**config.mk**
```make
export PLATFORM = sky130hd
export DESIGN_NAME = uart_tx
export DESIGN_NICKNAME = d
export VERILOG_FILES = /design/src/common/uart_pkg.sv /design/src/uart/uart_tx.sv
export SDC_FILE = /design/constraint.sdc
export NUM_CORES = 1
export LEC_CHECK = 0
export BUFFER_PORTS_ARGS = -buffer_cell sky130_fd_sc_hd__buf_4
export CAP_MARGIN = 10
export CORE_MARGIN = 10
export CORE_UTILIZATION = 57
export CTS_CLUSTER_DIAMETER = 60
export DETAILED_ROUTE_END_ITERATION = 10
export GPL_ROUTABILITY_DRIVEN = 0
export PLACE_DENSITY = 0.8
export SLEW_MARGIN = 40
export SYNTH_ARGS = -nofsm -noshare
export SYNTH_HDL_FRONTEND = slang
export SYNTH_SLANG_ARGS = --single-unit
export TNS_END_PERCENT = 20
```
**constraint.sdc**
```tcl
create_clock -name clk_i -period 3.3 [get_ports clk_i]
set_input_delay 0.495 -clock clk_i [delete_from_list [all_inputs] [get_ports clk_i]]
set_output_delay 0.495 -clock clk_i [all_outputs]
set_load 0.05 [all_outputs]
```
**src/common/uart_pkg.sv**
```systemverilog
/* UART bit timing for 8N1 at CLKS_PER_BIT clocks per bit,
   plus the receiver state codes */
package uart_pkg;

    // 10 MHz clock, 625 kbaud
    localparam int unsigned CLKS_PER_BIT = 16;
    localparam int unsigned HALF_BIT     = 8;        // Mid-bit sample point

    // Counter width for one bit period
    localparam int unsigned CNT_W = $clog2(CLKS_PER_BIT);

    // Start, eight data bits, stop
    localparam int unsigned FRAME_BITS = 10;
    localparam int unsigned DATA_BITS  = 8;

    localparam logic [1:0] RX_IDLE  = 2'd0;          // Waiting for falling edge
    localparam logic [1:0] RX_START = 2'd1;          // Checking start bit
    localparam logic [1:0] RX_DATA  = 2'd2;          // Shifting data bits
    localparam logic [1:0] RX_STOP  = 2'd3;          // Checking stop bit

endpackage
```
**src/uart/uart_tx.sv**
```systemverilog
/* 8N1 UART transmitter, one byte per valid/ready transfer */
`timescale 1ns/1ps

module uart_tx import uart_pkg::*; (
    input  logic       clk_i,
    input  logic       rst_n_i,
    input  logic [7:0] data_i,
    input  logic       valid_i,
    output logic       ready_o,
    output logic       tx_o
);

    logic [FRAME_BITS-1:0] shift_q;
    logic [CNT_W-1:0]      clk_cnt_q;
    logic [3:0]            bit_cnt_q;
    logic                  busy_q;

    assign ready_o = ~busy_q;
    assign tx_o    = shift_q[0];                      // Ones when idle

    always_ff @(posedge clk_i) begin
        if (!rst_n_i) begin
            shift_q   <= '1;
            clk_cnt_q <= '0;
            bit_cnt_q <= '0;
            busy_q    <= 1'b0;
        end else if (!busy_q) begin
            clk_cnt_q <= '0;
            bit_cnt_q <= '0;
            if (valid_i) begin
                shift_q <= {1'b1, data_i, 1'b0};      // Stop, data, start
                busy_q  <= 1'b1;
            end
        end else if (clk_cnt_q == CNT_W'(CLKS_PER_BIT - 1)) begin
            clk_cnt_q <= '0;
            shift_q   <= {1'b1, shift_q[FRAME_BITS-1:1]};
            bit_cnt_q <= bit_cnt_q + 1'b1;
            if (bit_cnt_q == 4'(FRAME_BITS - 1)) busy_q <= 1'b0;  // Stop bit done
        end else begin
            clk_cnt_q <= clk_cnt_q + 1'b1;
        end
    end

endmodule

```
==> impl_metrics.py <==
metrics = {
    "timing": {
        "fin_skew_ns": 0.005520,
        "setup-violations-final": 0,
        "tightestPinTransition_ns": 0.6225,
        "rsz0062_at_grt": "no",
        "clock.fmax_mhz": 570.1,
        "min_period_ns": 1.754,
        "final.setup.tns_ns": 0,
        "maxSlewViolCount": 0,
        "fin_crit_sh": 0.5315,
        "finalHoldViolCount": 0,
        "maxSlewHeadroom": 0.5842,
    },
    "route": {
        "drt-total-wl_mm": 1.670,
        "first_pass_iters": 4,
        "wl_per_cell_um": 14.03,
        "drt-initial-drc-count": 11,
        "viasPerCell": 5.950,
        "vias": 708,
        "ant_nets": 0,
        "drc": 0,
    },
    "setup_path": {
        "cp_cell_sequence": "inv_2 > buf_4",
        "rr_startpoint": "clk_cnt_q[0]$_SDFF_PP0_",
        "cp_data_arrival_time_ns": 1.26,
        "cp-end-kind": "output port",
        "max_stage_delay_ns": 0.58,
        "cp_max_fo": 14,
        "cp_top_family": "flip-flops",
        "cp_slowest_cell": "dfxtp_1",
        "startpoint_type": "flop",
        "path_buf_inv": 2,
        "cp.required_ns": 2.80,
        "critPathKind": "flop to output port",
        "crit_start": "busy_q$_SDFF_PN0_",
    },
    "floorplanning": {
        "die_w_um": 58.69,
        "die_y_um": 58.69,
        "boundaryPins": 13,
        "core_area_um2": 1350,
        "dieArea_um2": 3445,
        "initial_core_util": 0.6321,
        "rows": 13,
    },
    "placement": {
        "portBuffers": 12,
        "dp_hpwl_mm": 1.198,
    },
    "synth": {
        "synth_ff_type": "dfxtp_1",
        "synth_compound_area_frac": 0.1628,
        "synthArstFlopShare": 0,
        "yosys_register_bits": 18,
        "synth_xor_area_frac": 0.03079,
        "postSynthCellCount": 96,
        "yosysWarnings": 0,
        "syn-cell-area_um2": 853.3,
        "synth_nets": 110,
        "synth_top_cell_area_share": 0.4223,
        "synth.area.top_cells": "dfxtp_1, a221oi_1, nor3_1",
        "synth_top_area_cell": "dfxtp_1",
        "synth_seq_area_share": 0.4223,
        "synth_edf_count": 0,
        "syn_area_per_cell_um2": 8.889,
        "synthSimpleGateAreaFrac": 0.2595,
        "synth-adder-area-share": 0.04399,
        "synth.distinct_cells": 30,
        "synth_top_family_by_area": "simple AND/OR/NAND/NOR gates",
        "synth_mux_area_frac": 0,
    },
    "hold_path": {
        "hold_class": "input pin to flop",
        "hold_path.startpoint": "rst_n_i",
    },
    "clock_tree": {
        "numCtsBuffers": 3,
        "cts_resized": 0,
        "tritoncts": "done",
        "clkLatencyLatePin_ns": 0.30,
        "cts-root-buf": "clkbuf_4",
        "post_cts_buffers": 0,
        "clk_pin_slew_worst_paths_ns": 0.11,
        "ctsHoldBuffers": 0,
        "cts.sink_count": 18,
        "cts_buffer_depth": 2,
        "cts-htree-levels": 1,
    },
    "final_layout": {
        "diodes": 0,
        "post-route-util": 0.6969,
        "areaGrowthSynthToFinish_pct": 10.26,
        "final_common_cell": "dfxtp_1",
        "final_cell_mix": "dfxtp_1, buf_4, nor3_1",
        "layout.nets": 119,
        "drive_gt1_frac": 0.1827,
    },
    "global_routing": {
        "grt_max_degree": 15,
        "grt_pass1_vias": 652,
        "grt.overflow.total": 0,
        "antenna_found_initial": 0,
        "grt_pass1_wl_mm": 2.787,
        "grt_usage": 0.1002,
    },
    "outcome": {
        "status": "complete, no violations",
    },
    "power_and_ir_drop": {
        "vdd_drop_max_v": 0.0002715,
        "p_leak_nw": 0.3512,
        "powerDensity_nw_per_um2": 446.5,
    },
    "job": {
        "cap_violations": 0,
    },
}
## through the flow
stage / power (mW) / area (um^2) / hold WS (ns) / setup slack [ns] / std cells
after CTS: 0.4234 / 940.9 / 0.4288 / 1.557 / 119
after detailed placement: 0.2867 / 904.6 / 0.4759 / 1.784 / 115
after global routing: 0.4385 / 940.9 / 0.4390 / 1.416 / 119
after global placement: 0.2851 / 904.6 / 0.4606 / 1.857 / 115
final: 0.4201 / 940.9 / 0.4332 / 1.546 / 119
after floorplan: 0.2702 / 853.3 / 0.4421 / 1.979 / 96
## flip-flops by register name (all words and copies together) (netlist names)
name / count
clk_cnt_q: 4
bit_cnt_q: 4
shift_q: 9
busy_q: 1
## where the power goes
| group | internal [mW] | switching, mW |
|---|---|---|
| clock | 0.0673 | 0.0711 |
| combinational | 0.0229 | 0.0253 |
| sequential | 0.226 | 0.00707 |
| total | 0.317 | 0.104 |
## cell usage after synthesis (2+ instances only)
library cell	number
a21oi_1	3
a221oi_1	7
and2_1	7
buf_4	3
buf_6	2
clkbuf_1	2
dfxtp_1	18
ha_1	3
inv_1	2
nand2_1	3
nand3_1	3
nor2_1	6
nor3_1	10
o21ai_0	3
o21ai_1	8
xnor2_1	2
## routing by layer
metal | vias to the layer above | global-route usage | share of wire
li1 | 360 | - | -
met1 | 322 | 0.1244 | 0.48
met2 | 21 | 0.1517 | 0.44
met3 | 5 | 0.03648 | 0.066
met4 | 0 | 0.04262 | 0.013
met5 | - | 0 | 0
## worst paths after layout
kind	slack [ns]	cells after the start	to
worst max-delay path	1.55	2	ready_o
worst min-delay path	0.43	2	shift_q[0]$_SDFFE_PN1P_
worst max register to register	1.78	4	shift_q[2]$_SDFFE_PN1P_
worst min register to register	0.49	2	shift_q[0]$_SDFFE_PN1P_
## cells by family (layout without fill, tap and decap cells)
family / after synthesis / count (layout)
buffers and inverters: 11 / 19
XOR/XNOR: 3 / 3
flip-flops: 18 / 18
adder cells (fa/ha/maj): 3 / 3
AO/OA/AOI/OAI: 22 / 22
AND/OR/NAND/NOR: 39 / 39
## layout make-up
type	count	area, um^2
clock buffers	4	36.28
repair buffers	12	90.09
well taps	15	18.77
inverters	3	11.26
multi-input cells	67	424.2
fillers	112	409.1
flip-flops and latches	18	360.3
Power figures use the tool's default switching activity.
