===== config.mk =====
export PLATFORM = sky130hd
export DESIGN_NAME = uart_rx
export DESIGN_NICKNAME = d
export VERILOG_FILES = /design/src/common/uart_pkg.sv /design/src/uart/uart_rx.sv
export SDC_FILE = /design/constraint.sdc
export NUM_CORES = 1
export LEC_CHECK = 0
export BUFFER_PORTS_ARGS = -buffer_cell sky130_fd_sc_hd__buf_2
export CAP_MARGIN = 0
export CORE_AREA = 2 2 50 43
export CTS_CLUSTER_DIAMETER = 100
export DETAILED_ROUTE_END_ITERATION = 12
export DIE_AREA = 0 0 52 45
export PLACE_DENSITY_LB_ADDON = 0.25
export SYNTH_ARGS = -nofsm -noshare
export SYNTH_HDL_FRONTEND = slang
export SYNTH_SLANG_ARGS = --single-unit

===== constraint.sdc =====
create_clock -name clk_i -period 2.5 [get_ports clk_i]
set_input_delay 0.125 -clock clk_i [delete_from_list [all_inputs] [get_ports clk_i]]
set_output_delay 0.125 -clock clk_i [all_outputs]
set_load 0.01 [all_outputs]

===== src/common/uart_pkg.sv =====
/* UART bit timing for 8N1 at CLKS_PER_BIT clocks per bit,
   plus the receiver state codes */
package uart_pkg;

    // 10 MHz clock, 625 kbaud
    localparam int unsigned CLKS_PER_BIT = 16;
    localparam int unsigned HALF_BIT     = 8;        // Mid-bit sample point

    // Counter width for one bit period
    localparam int unsigned CNT_W = $clog2(CLKS_PER_BIT);

    // Start, eight data bits, stop
    localparam int unsigned FRAME_BITS = 10;
    localparam int unsigned DATA_BITS  = 8;

    localparam logic [1:0] RX_IDLE  = 2'd0;          // Waiting for falling edge
    localparam logic [1:0] RX_START = 2'd1;          // Checking start bit
    localparam logic [1:0] RX_DATA  = 2'd2;          // Shifting data bits
    localparam logic [1:0] RX_STOP  = 2'd3;          // Checking stop bit

endpackage

===== src/uart/uart_rx.sv =====
/* 8N1 UART receiver with two-flop input synchronizer,
   start-edge detect and mid-bit sampling */
`timescale 1ns/1ps

module uart_rx import uart_pkg::*; (
    input  logic       clk_i,
    input  logic       rst_n_i,
    input  logic       rx_i,
    output logic [7:0] data_o,
    output logic       valid_o
);

    logic             rx_s1;
    logic             rx_s2;
    logic             rx_q;
    logic [1:0]       state_q;
    logic [CNT_W-1:0] clk_cnt_q;
    logic [2:0]       bit_cnt_q;
    logic [7:0]       shift_q;
    logic             start_edge;
    logic             bit_end;

    assign start_edge = rx_q & ~rx_s2;                // High to low on synced line
    assign bit_end    = (clk_cnt_q == CNT_W'(CLKS_PER_BIT - 1));
    assign data_o     = shift_q;

    always_ff @(posedge clk_i) begin
        if (!rst_n_i) begin
            rx_s1 <= 1'b1;                            // Line idles high
            rx_s2 <= 1'b1;
            rx_q  <= 1'b1;
        end else begin
            rx_s1 <= rx_i;
            rx_s2 <= rx_s1;
            rx_q  <= rx_s2;
        end
    end

    always_ff @(posedge clk_i) begin
        if (!rst_n_i) begin
            state_q   <= RX_IDLE;
            clk_cnt_q <= '0;
            bit_cnt_q <= '0;
            valid_o   <= 1'b0;
        end else begin
            valid_o   <= 1'b0;
            clk_cnt_q <= clk_cnt_q + 1'b1;
            case (state_q)
                RX_IDLE: begin
                    clk_cnt_q <= '0;
                    if (start_edge) state_q <= RX_START;
                end
                RX_START: begin
                    if (clk_cnt_q == CNT_W'(HALF_BIT - 1)) begin
                        clk_cnt_q <= '0;
                        bit_cnt_q <= '0;
                        state_q   <= rx_s2 ? RX_IDLE : RX_DATA;   // Glitch, not a start
                    end
                end
                RX_DATA: begin
                    if (bit_end) begin
                        clk_cnt_q <= '0;
                        bit_cnt_q <= bit_cnt_q + 1'b1;
                        if (bit_cnt_q == 3'(DATA_BITS - 1)) state_q <= RX_STOP;
                    end
                end
                default: begin
                    if (bit_end) begin
                        state_q <= RX_IDLE;
                        valid_o <= rx_s2;                 // Framing error drops byte
                    end
                end
            endcase
        end
    end

    // LSB arrives first
    always_ff @(posedge clk_i) begin
        if (state_q == RX_DATA && bit_end) shift_q <= {rx_s2, shift_q[7:1]};
    end

endmodule


==> out/metrics.yaml <==
synthesis:
  synth_edf_count: 8
  synth_ff_type: "dfxtp_1"
  synth_fp_nets: 88
  yosysMostFrequentCell: "dfxtp_1"
  yosysWarnings: 0
  synth_top_area_cell: "dfxtp_1"
  synth_top_cells_by_count: "dfxtp_1 (13), nor2_1 (11), edfxtp_1 (8), nand2_1 (8), ha_1 (7)"
  syn-cell-area_sq_um: 877
  synth_cell_types: 21
  synth_top_area_frac: 0.297
  synth_seq_cells: 21
  async_flop_share: 0
  synth_area_leaders: "dfxtp_1 (30%), edfxtp_1 (27%), ha_1 (10%)"
  ys_seq_area_frac: 0.571
  syn_inst: 78
  synth.avg_cell_area_sq_um: 11.2
finish:
  drive_gt1_frac: 0.183
  syn_to_final_growth_pct: 13.4
  design_area_sq_um: 995
  fin_nets: 104
  n_antenna_cell: 0
clocking:
  cts_tree: "built"
  clk_latency_ps: 300
  clk_pin_slew_ps: 110
  clock_sinks: 21
  cts_resized: 0
  htreeDepth: 1
  clock_tree.root_cell: "clkbuf_4"
  clockBufferDepth: 2
  cts_made_buffers: 3
die:
  die_area_sq_um: 2340
  start_util: 0.486
  core_sq_um: 1800
  pin_count: 12
  rows: 14
  die_width_um: 52
  die_y_um: 45
critical_path:
  worst_path_largest_cell_delay_ps: 510
  regToRegEndpoint: "data_o[4]"
  timing.rr.start: "state_q[0]"
  end_kind: "flop"
  start_kind: "flop"
  r2r_slack_ps: 860
  crit_top_cell: "inv_1"
  ff2ff_path_depth: 4
  crit_fanout: 8
  crit_path_top_delay_cell: "nor2_1"
  worstSetupPathType: "reg -> reg"
  critPathRequiredTime_ps: 2440
  worstPathArrival_ps: 1580
  timing.critical_path.cells: "inv_1 -> ha_1 -> inv_1 -> nor2_1"
timing:
  fin_skew_ps: 5.30
  drv_slew: 0
  fmax_ghz: 0.609
  setup_viol: 0
  relSlewSlack: 0.575
  worst_pin_slew_ps: 635
  rsz0062_at_grt: "no"
  period_share: 0.656
  final-hold-violation-count: 0
  fin_setup_tns_ps: 0
  fin_crit_ps: 1640
global_routing:
  grt_first_pass_wirelength_um: 2190
  grt_overflow: 0
  grt_max_degree: 17
  antenna_found_initial: 0
  grt_pass1_vias: 529
  grt_use_total: 0.133
detailed_routing:
  route.detailed.drc: 0
  num_vias: 586
  via_per_inst: 5.01
  wl_per_cell_um: 11.3
  drt_wl_total_um: 1320
  drt-pass1-iter-count: 6
  ant_nets: 0
  drt_iter0_drc: 17
power_and_ir_drop:
  p_per_area_nw_per_um2: 685
  p_leak_nw: 0.415
  peakVddDrop_uv: 486
placed_design:
  hpwl_um: 984
  dpl-instance-area_sq_um: 958
  gp_congestion: 0.752
  io_buffers: 11
run:
  cap_violations: 0
run_status:
  outcome: "complete, no violations"
min_path:
  min_path_type: "in -> reg"
  min_to: "rx_s2"
  hold_depth: 2
  worstHoldStart: "rst_n_i"
==> critical path: cells and delay by family, from the launching register on <==
family | cells | cell delay [ps]
and+or+nand+nor | 1 | 510
DFF | 1 | 360
adders and majority gates | 1 | 260
buffers and inverters | 2 | 150
==> layout make-up <==
class,instances,area (sq um)
fillers,161,810
flip-flops and latches,21,500
clock buffers,4,26.3
inverters,5,18.8
well taps,24,30.0
multi-input cells,51,354
repair buffers,12,65.1
==> how the worst max path moves through the flow <==
| stage | start | to |
|---|---|---|
| finish | state_q[0] | data_o[4] |
| global route | state_q[0] | data_o[4] |
| CTS | state_q[0] | data_o[4] |
| detailed placement | state_q[0] | data_o[3] |
| global placement | state_q[0] | data_o[3] |
| floorplan | state_q[0] | clk_cnt_q[3] |
==> metal layers <==
| metal | global-route usage | share of wire | vias up |
|---|---|---|---|
| li1 | - | - | 300 |
| met1 | 0.144 | 0.43 | 262 |
| met2 | 0.230 | 0.49 | 20 |
| met3 | 0.0596 | 0.071 | 4 |
| met4 | 0.0474 | 0.014 | 0 |
| met5 | 0 | 0 | - |
==> where the power goes <==
part	internal [W]	switching, W	leakage [nW]	total, W
Combinational	0.0000671	0.0000755	0.223	0.000143
Clock	0.0000621	0.0000936	0.0150	0.000156
Sequential	0.000368	0.0000155	0.177	0.000383
Total	0.000497	0.000185	0.415	0.000682
==> sequential cells by signal, summed over array words and instances, names as in the netlist <==
signal     count
rx_q           1
rx_s1          1
data_o         8
state_q        2
clk_cnt_q      4
valid_o        1
bit_cnt_q      3
rx_s2          1
==> metrics by stage <==
stage / hold slack, ps / setup WS [ps] / std cells / total power (W) / util
after detailed placement: 316 / 857 / 112 / 0.000532 / 0.531
after global routing: 139 / 729 / 117 / 0.000723 / 0.551
after CTS: 125 / 834 / 117 / 0.000691 / 0.551
final: 133 / 859 / 117 / 0.000682 / 0.551
after floorplan: 198 / 1030 / 78 / 0.000506 / -
after global placement: 312 / 895 / 112 / 0.000531 / 0.531
==> placed cells by master, fill, tap and decap left out, types with 3 or more instances in the layout <==
master	synthesis	layout
dfxtp_1	13	13
nor2_1	11	11
buf_2	0	11
nand2_1	8	8
edfxtp_1	8	8
ha_1	7	7
nand2b_1	6	6
inv_1	5	5
o21ai_0	3	3
o22ai_1	3	3
clkbuf_4	0	3
==> cell families after synthesis <==
kind of cell | synth area share
fa+ha+maj | 0.0999
buf+inv | 0.0257
compound gates | 0.0613
xor+xnor | 0.0200
simple gates | 0.200
flops | 0.571
mux | 0.0228
==> what timing repair did <==
item                      4_1_cts  5_1_grt
hold endpoints to repair        1        0
buffers inserted                0        0
hold buffers                    1        0
No activity file was read; power rests on OpenSTA's default activity.
