--- config.mk ---
export PLATFORM = sky130hd
export DESIGN_NAME = dl_packet_ctrl
export DESIGN_NICKNAME = d
export VERILOG_FILES = /design/src/common/dl_pkg.sv /design/src/design/dl_packet_ctrl.sv /design/src/design/crc16_modbus.sv
export SDC_FILE = /design/constraint.sdc
export NUM_CORES = 1
export LEC_CHECK = 0
export BUFFER_PORTS_ARGS = -buffer_cell sky130_fd_sc_hd__clkbuf_2
export CAP_MARGIN = 10
export CORE_MARGIN = 8
export CORE_UTILIZATION = 52
export DETAILED_ROUTE_END_ITERATION = 7
export PLACE_DENSITY_LB_ADDON = 0.3
export SLEW_MARGIN = 30
export SYNTH_ARGS = -nofsm -noshare
export SYNTH_HDL_FRONTEND = slang
export SYNTH_SLANG_ARGS = --single-unit
--- constraint.sdc ---
create_clock -name clk_i -period 15.7 [get_ports clk_i]
set_clock_uncertainty 0.1 [all_clocks]
set_input_delay 0.785 -clock clk_i [delete_from_list [all_inputs] [get_ports clk_i]]
set_output_delay 0.785 -clock clk_i [all_outputs]
set_load 0.02 [all_outputs]
--- src/common/dl_pkg.sv ---
/* Download packet format, reply codes, CRC constants, RAM size
   and the two views of a packet payload */
package dl_pkg;

    // Seq byte, 32 payload bytes, CRC low, CRC high
    localparam int unsigned PKT_BYTES     = 35;
    localparam int unsigned PAYLOAD_BYTES = 32;
    localparam int unsigned WORDS_PER_PKT = 8;
    localparam int unsigned BYTE_CNT_W    = $clog2(PKT_BYTES);
    localparam int unsigned WIDX_W        = $clog2(WORDS_PER_PKT);

    localparam int unsigned RAM_WORDS = 256;
    localparam int unsigned RAM_AW    = 8;

    localparam logic [7:0] ACK_BYTE = 8'h06;
    localparam logic [7:0] NAK_BYTE = 8'h15;

    // CRC-16/MODBUS, reflected form
    localparam logic [15:0] CRC_INIT = 16'hFFFF;
    localparam logic [15:0] CRC_POLY = 16'hA001;

    // Payload byte i sits at bits [8*i +: 8]
    typedef union packed {
        struct packed {
            logic [7:0]       reserved;              // Payload byte 31
            logic [31:0]      prog_len;              // Bytes 27..30, little endian
            logic [26:0][7:0] file_name;             // Bytes 0..26
        } hdr;
        logic [WORDS_PER_PKT-1:0][31:0] words;       // Little-endian data words
    } payload_u;

endpackage

--- src/design/dl_packet_ctrl.sv ---
/* Loader controller: packet assembly, CRC and sequence check,
   RAM write burst, ACK/NAK reply and download-done tracking */
`timescale 1ns/1ps

module dl_packet_ctrl import dl_pkg::*; (
    input  logic              clk_i,
    input  logic              rst_n_i,
    input  logic              dl_en_i,
    input  logic [7:0]        rx_data_i,
    input  logic              rx_valid_i,
    output logic              wr_en_o,
    output logic [RAM_AW-1:0] wr_addr_o,
    output logic [31:0]       wr_data_o,
    output logic [7:0]        tx_data_o,
    output logic              tx_valid_o,
    input  logic              tx_ready_i,
    output logic              dl_done_o,
    output logic              dl_error_o
);

    logic [BYTE_CNT_W-1:0] byte_cnt_q;
    logic [7:0]            seq_q;
    payload_u              payload_q;
    logic [15:0]           crc_rx_q;
    logic                  check_q;
    logic [7:0]            exp_seq_q;
    logic                  burst_q;
    logic [WIDX_W-1:0]     widx_q;
    logic [31:0]           prog_len_q;
    logic [31:0]           bytes_q;
    logic                  hdr_seen_q;
    logic                  rx_take;
    logic                  crc_clr;
    logic                  crc_en;
    logic [15:0]           crc_value;
    logic                  crc_ok;
    logic                  seq_ok;
    logic                  seq_rep;
    logic [7:0]            seq_base;

    assign rx_take = dl_en_i & rx_valid_i;
    assign crc_en  = rx_take & (byte_cnt_q <= BYTE_CNT_W'(PAYLOAD_BYTES));  // Bytes 0..32
    assign crc_clr = check_q | ~dl_en_i;

    crc16_modbus crc16_modbus_inst (
        .clk_i  (clk_i),
        .rst_n_i(rst_n_i),
        .clr_i  (crc_clr),
        .en_i   (crc_en),
        .byte_i (rx_data_i),
        .crc_o  (crc_value)
    );

    assign crc_ok  = (crc_value == crc_rx_q);
    assign seq_ok  = (seq_q == exp_seq_q);
    assign seq_rep = (exp_seq_q != 8'd0) && (seq_q == exp_seq_q - 8'd1);  // Host resend

    // Data packet k fills words 8*(k-1) .. 8*(k-1)+7
    assign seq_base  = seq_q - 8'd1;
    assign wr_addr_o = {seq_base[RAM_AW-WIDX_W-1:0], widx_q};
    assign wr_data_o = payload_q.words[widx_q];
    assign wr_en_o   = burst_q & dl_en_i;

    always_ff @(posedge clk_i) begin
        if (!rst_n_i) begin
            byte_cnt_q <= '0;
            check_q    <= 1'b0;
        end else begin
            check_q <= 1'b0;
            if (!dl_en_i) begin
                byte_cnt_q <= '0;
            end else if (rx_valid_i) begin
                if (byte_cnt_q == BYTE_CNT_W'(PKT_BYTES - 1)) begin
                    byte_cnt_q <= '0;
                    check_q    <= 1'b1;               // Compare on next cycle
                end else begin
                    byte_cnt_q <= byte_cnt_q + 1'b1;
                end
            end
        end
    end

    // Payload shifts in from the top so byte 0 ends at the LSB
    always_ff @(posedge clk_i) begin
        if (rx_take) begin
            if (byte_cnt_q == '0)
                seq_q <= rx_data_i;
            else if (byte_cnt_q <= BYTE_CNT_W'(PAYLOAD_BYTES))
                payload_q <= {rx_data_i, payload_q[PAYLOAD_BYTES*8-1:8]};
            else
                crc_rx_q <= {rx_data_i, crc_rx_q[15:8]};  // Low byte first
        end
    end

    always_ff @(posedge clk_i) begin
        if (!rst_n_i) begin
            exp_seq_q  <= 8'd0;
            burst_q    <= 1'b0;
            widx_q     <= '0;
            prog_len_q <= '0;
            bytes_q    <= '0;
            hdr_seen_q <= 1'b0;
            tx_valid_o <= 1'b0;
            tx_data_o  <= ACK_BYTE;
            dl_error_o <= 1'b0;
            dl_done_o  <= 1'b0;
        end else begin
            dl_error_o <= 1'b0;
            if (tx_valid_o && tx_ready_i) tx_valid_o <= 1'b0;  // Reply handed over
            if (!dl_en_i) begin
                exp_seq_q  <= 8'd0;
                burst_q    <= 1'b0;
                hdr_seen_q <= 1'b0;
                dl_done_o  <= 1'b0;
            end else begin
                dl_done_o <= dl_done_o | (hdr_seen_q & (bytes_q >= prog_len_q));
                if (check_q) begin
                    if (!crc_ok || !(seq_ok || seq_rep)) begin
                        tx_valid_o <= 1'b1;
                        tx_data_o  <= NAK_BYTE;
                        dl_error_o <= 1'b1;
                    end else if (seq_rep) begin
                        tx_valid_o <= 1'b1;           // Ack again, no rewrite
                        tx_data_o  <= ACK_BYTE;
                    end else if (seq_q == 8'd0) begin
                        prog_len_q <= payload_q.hdr.prog_len;
                        bytes_q    <= '0;
                        hdr_seen_q <= 1'b1;
                        exp_seq_q  <= 8'd1;
                        tx_valid_o <= 1'b1;
                        tx_data_o  <= ACK_BYTE;
                    end else begin
                        burst_q   <= 1'b1;            // Ack after last word
                        widx_q    <= '0;
                        exp_seq_q <= exp_seq_q + 8'd1;
                    end
                end
                if (burst_q) begin
                    widx_q  <= widx_q + 1'b1;
                    bytes_q <= bytes_q + 32'd4;
                    if (widx_q == WIDX_W'(WORDS_PER_PKT - 1)) begin
                        burst_q    <= 1'b0;
                        tx_valid_o <= 1'b1;
                        tx_data_o  <= ACK_BYTE;
                    end
                end
            end
        end
    end

endmodule

--- src/design/crc16_modbus.sv ---
/* Byte-wide CRC-16/MODBUS accumulator with synchronous clear */
`timescale 1ns/1ps

module crc16_modbus import dl_pkg::*; (
    input  logic        clk_i,
    input  logic        rst_n_i,
    input  logic        clr_i,
    input  logic        en_i,
    input  logic [7:0]  byte_i,
    output logic [15:0] crc_o
);

    logic [15:0] crc_q;
    logic [15:0] crc_next;

    // Eight shift steps unrolled into one cycle
    always_comb begin
        crc_next = crc_q ^ {8'h00, byte_i};
        for (int i = 0; i < 8; i++) begin
            crc_next = crc_next[0] ? ((crc_next >> 1) ^ CRC_POLY) : (crc_next >> 1);
        end
    end

    always_ff @(posedge clk_i) begin
        if (!rst_n_i)   crc_q <= CRC_INIT;
        else if (clr_i) crc_q <= CRC_INIT;            // Clear wins over enable
        else if (en_i)  crc_q <= crc_next;
    end

    assign crc_o = crc_q;

endmodule

==> reports/qor.csv <==
stage;metric;value;unit
clock_tree;Skew-Pair Late Insertion Delay;0.54;ns
logic_synthesis;Synth area leaders;edfxtp_1, dfxtp_1, mux4_2, ha_1, nand2_1;
place;Buffers on Ports;64;
power;Total Power;0.00214;W
min_path;Hold Crit Class;reg -> reg;
critical_path;crit end category;flip-flop;
logic_synthesis;Synth Flop Type;edfxtp_1;
detailed_routing;Residual DRC;0;
clock_tree;clock sink count;389;
final_layout;nets@finish;1279;
critical_path;crit path DAT;4.35;ns
sta;final hold vios;0;
die;CORE AREA;31400;um^2
global_route;vias in the first global route;9530;
power;sequential power share;52.1;%
place;DP HPWL;21600;um
sta;Tmin final;4.29;ns
clock_tree;H-tree depth;2;
critical_path;Critical Path RT;15.75;ns
status;status;completed;
critical_path;Crit Path Class;reg -> reg;
logic_synthesis;leading area contributor after synthesis;edfxtp_1;
clock_tree;clk buf depth;3;
power;Psw;0.000433;W
global_route;GR Util All Layers;17.5;%
power;Lkg Pwr;6.18;nW
sta;max_slew headroom;37.3;%
clock_tree;post-CTS setup repair buffer count;0;
logic_synthesis;Synth Area per Inst;14.2;um^2
clock_tree;post-CTS resize count;0;
place;Area after DPL;17200;um^2
sta;actual slew at the worst max-slew pin;0.941;ns
global_route;initial antenna violation count;0;
die;Starting Density;52.5;%
clock_tree;CTS Buf Count;40;
run;number of max-cap violations;0;
power;combinational share of power;2.5;%
final_layout;fraction of layout cells with a size suffix above 1;19.6;%
sta;Final period util;27.3;%
sta;final setup fails;0;
logic_synthesis;Post-Syn Instances;1159;
detailed_routing;drt wl/cell;20.0;um
sta;RSZ-0062 raised after global routing;false;
global_route;global-route wire length before repair;53200;um
power;Switching Share;20.3;%
final_layout;post-route cell area;18600;um^2
detailed_routing;DR vias/cell;5.80;
detailed_routing;DR iter-0 viols;816;
die;Rows;65;
logic_synthesis;asr flop ratio synth;0;%
logic_synthesis;Netlist cell types;61;
detailed_routing;drt first pass iters;5;
sta;setup TNS;0;ns
critical_path;Max FO, Critical Path;75;
clock_tree;number of hold buffers added after CTS;0;
final_layout;Antenna Cells;0;
clock_tree;CTS clk-pin slew, worst paths;0.06;ns
logic_synthesis;number of synthesized flops with an enable pin;280;
critical_path;Critical Path Source Type;flip-flop;
sta;Final Max Slew Viols;0;
power;power per cell area;115;nW/um^2
global_route;largest net degree at the start of global routing;94;
logic_synthesis;Mapped Nets;1213;
die;full die area;37600;um^2
detailed_routing;Final ANT Viol Nets;0;
logic_synthesis;synthesized flop and latch total;389;
clock_tree;clk root buf;clkbuf_16;
global_route;GRT Residual Overflow;0;
die;Die Y;194;um
detailed_routing;vias;9627;
sta;Peak Freq;0.233;GHz
place;RePlAce Congestion;0.855;
logic_synthesis;post-synthesis sequential area ratio;64.3;%
power;Max VDD drop;0.0776;mV
final_layout;fin util;59.1;%
die;Ports;65;
clock_tree;CTS tree;done;
logic_synthesis;post-synth top area share;51.1;%
final_layout;Area Growth Syn to Fin;12.7;%
power;Internal;0.00170;W
logic_synthesis;Synth warnings;0;
power;clock share of power;45.4;%
die;Die W;194;um
logic_synthesis;synthesized cell area;16500;um^2
detailed_routing;final wirelength;33200;um
sta;hold slack;0.334;ns
[power groups by stage]
stage | Combinational, W | Sequential, W | Clock (W)
4_1_cts | 0.0000539 | 0.00111 | 0.000992
3_3_place_gp | 0.0000525 | 0.00113 | 0
2_1_floorplan | 0.0000390 | 0.00114 | 0
5_1_grt | 0.0000579 | 0.00111 | 0.00103
6_report | 0.0000534 | 0.00111 | 0.000970
3_5_place_dp | 0.0000533 | 0.00114 | 0
[critical path, stage by stage, from the launching register on]
cell and delay [ns]:
dfxtp_1 0.33, nor3_1 0.24, nand2_1 0.16, nand2_1 0.13
nand3_2 0.45, nor2_4 0.88, buf_4 0.72, buf_4 0.82
[cell usage after synthesis, types with 15 or more instances]
cell type	count
mux4_2	64
a21oi_1	74
clkbuf_1	33
nor2_1	39
dfxtp_1	109
or4_1	15
nand2_1	133
edfxtp_1	280
ha_1	41
xnor2_1	42
inv_1	49
mux2_2	33
nand3_1	23
nand4_1	20
o21ai_0	24
[path summary, 6_finish.rpt]
| kind | to | start | slack, ns | cells past startpoint |
|---|---|---|---|---|
| hold / removal | tx_data_o[3] | tx_data_o[3] | 0.33 | 2 |
| setup reg to reg | payload_q[4] | byte_cnt_q[4] | 11.41 | 7 |
| setup / recovery | payload_q[4] | byte_cnt_q[4] | 11.41 | 7 |
| hold reg to reg | tx_data_o[3] | tx_data_o[3] | 0.33 | 2 |
[through the flow]
step / std cells / setup WS, ns
final: 1659 / 11.41
after CTS: 1659 / 10.95
after global placement: 1585 / 10.91
after floorplan: 1159 / 2.55
after detailed placement: 1585 / 10.76
after global routing: 1659 / 11.08
[cell type report]
cell class,instances,area [um^2]
inverter,50,188
tap,402,503
sequential,389,10600
clock buffer,63,1160
multi-input combinational,671,5520
clock inverter,11,194
fill,2444,12800
timing repair buffer,73,395
[sequential cells by signal, indices dropped and copies added, names as in the netlist, 3 cells and up]
| name | flops |
|---|---|
| payload_q | 256 |
| prog_len_q | 32 |
| bytes_q | 30 |
| crc16_modbus_inst.crc_o | 16 |
| crc_rx_q | 16 |
| exp_seq_q | 8 |
| seq_q | 8 |
| tx_data_o | 8 |
| byte_cnt_q | 6 |
| widx_q | 3 |
[routing by layer]
metal	vias up	share of wire, %	GRT usage [%]	routed length [um]
met5	-	0	0	0
met4	0	1.5	3.85	487
met3	42	5.1	3.64	1710
met2	216	46	27.0	15200
met1	4840	48	25.5	15900
li1	4529	-	-	-
[layout by cell type (no fill, tap or decap), types with 12 or more instances in the layout]
| cell type | n |
|---|---|
| nand2_1 | 132 |
| o31ai_1 | 14 |
| a21oi_1 | 74 |
| xnor2_1 | 42 |
| o211ai_1 | 12 |
| o21ai_0 | 23 |
| clkbuf_16 | 41 |
| or4_1 | 15 |
| clkbuf_1 | 17 |
| ha_1 | 41 |
| edfxtp_1 | 280 |
| or3_1 | 13 |
| mux2_2 | 33 |
| clkbuf_2 | 64 |
| nand4_1 | 20 |
| dfxtp_1 | 106 |
| inv_1 | 49 |
| mux4_2 | 64 |
| nand3_1 | 22 |
| nor3_1 | 13 |
| nor2_1 | 37 |
[logic make-up (layout without fill, tap and decap cells)]
kind of cell,Yosys count,count (layout),synth area share [%]
flops,389,389,64.3
simple gates,307,307,9.47
compound gates,162,162,6.05
mux,105,105,11.5
buf+inv,99,197,2.37
xor+xnor,56,56,3.20
fa+ha+maj,41,41,3.11
Power figures use the tool's default switching activity.
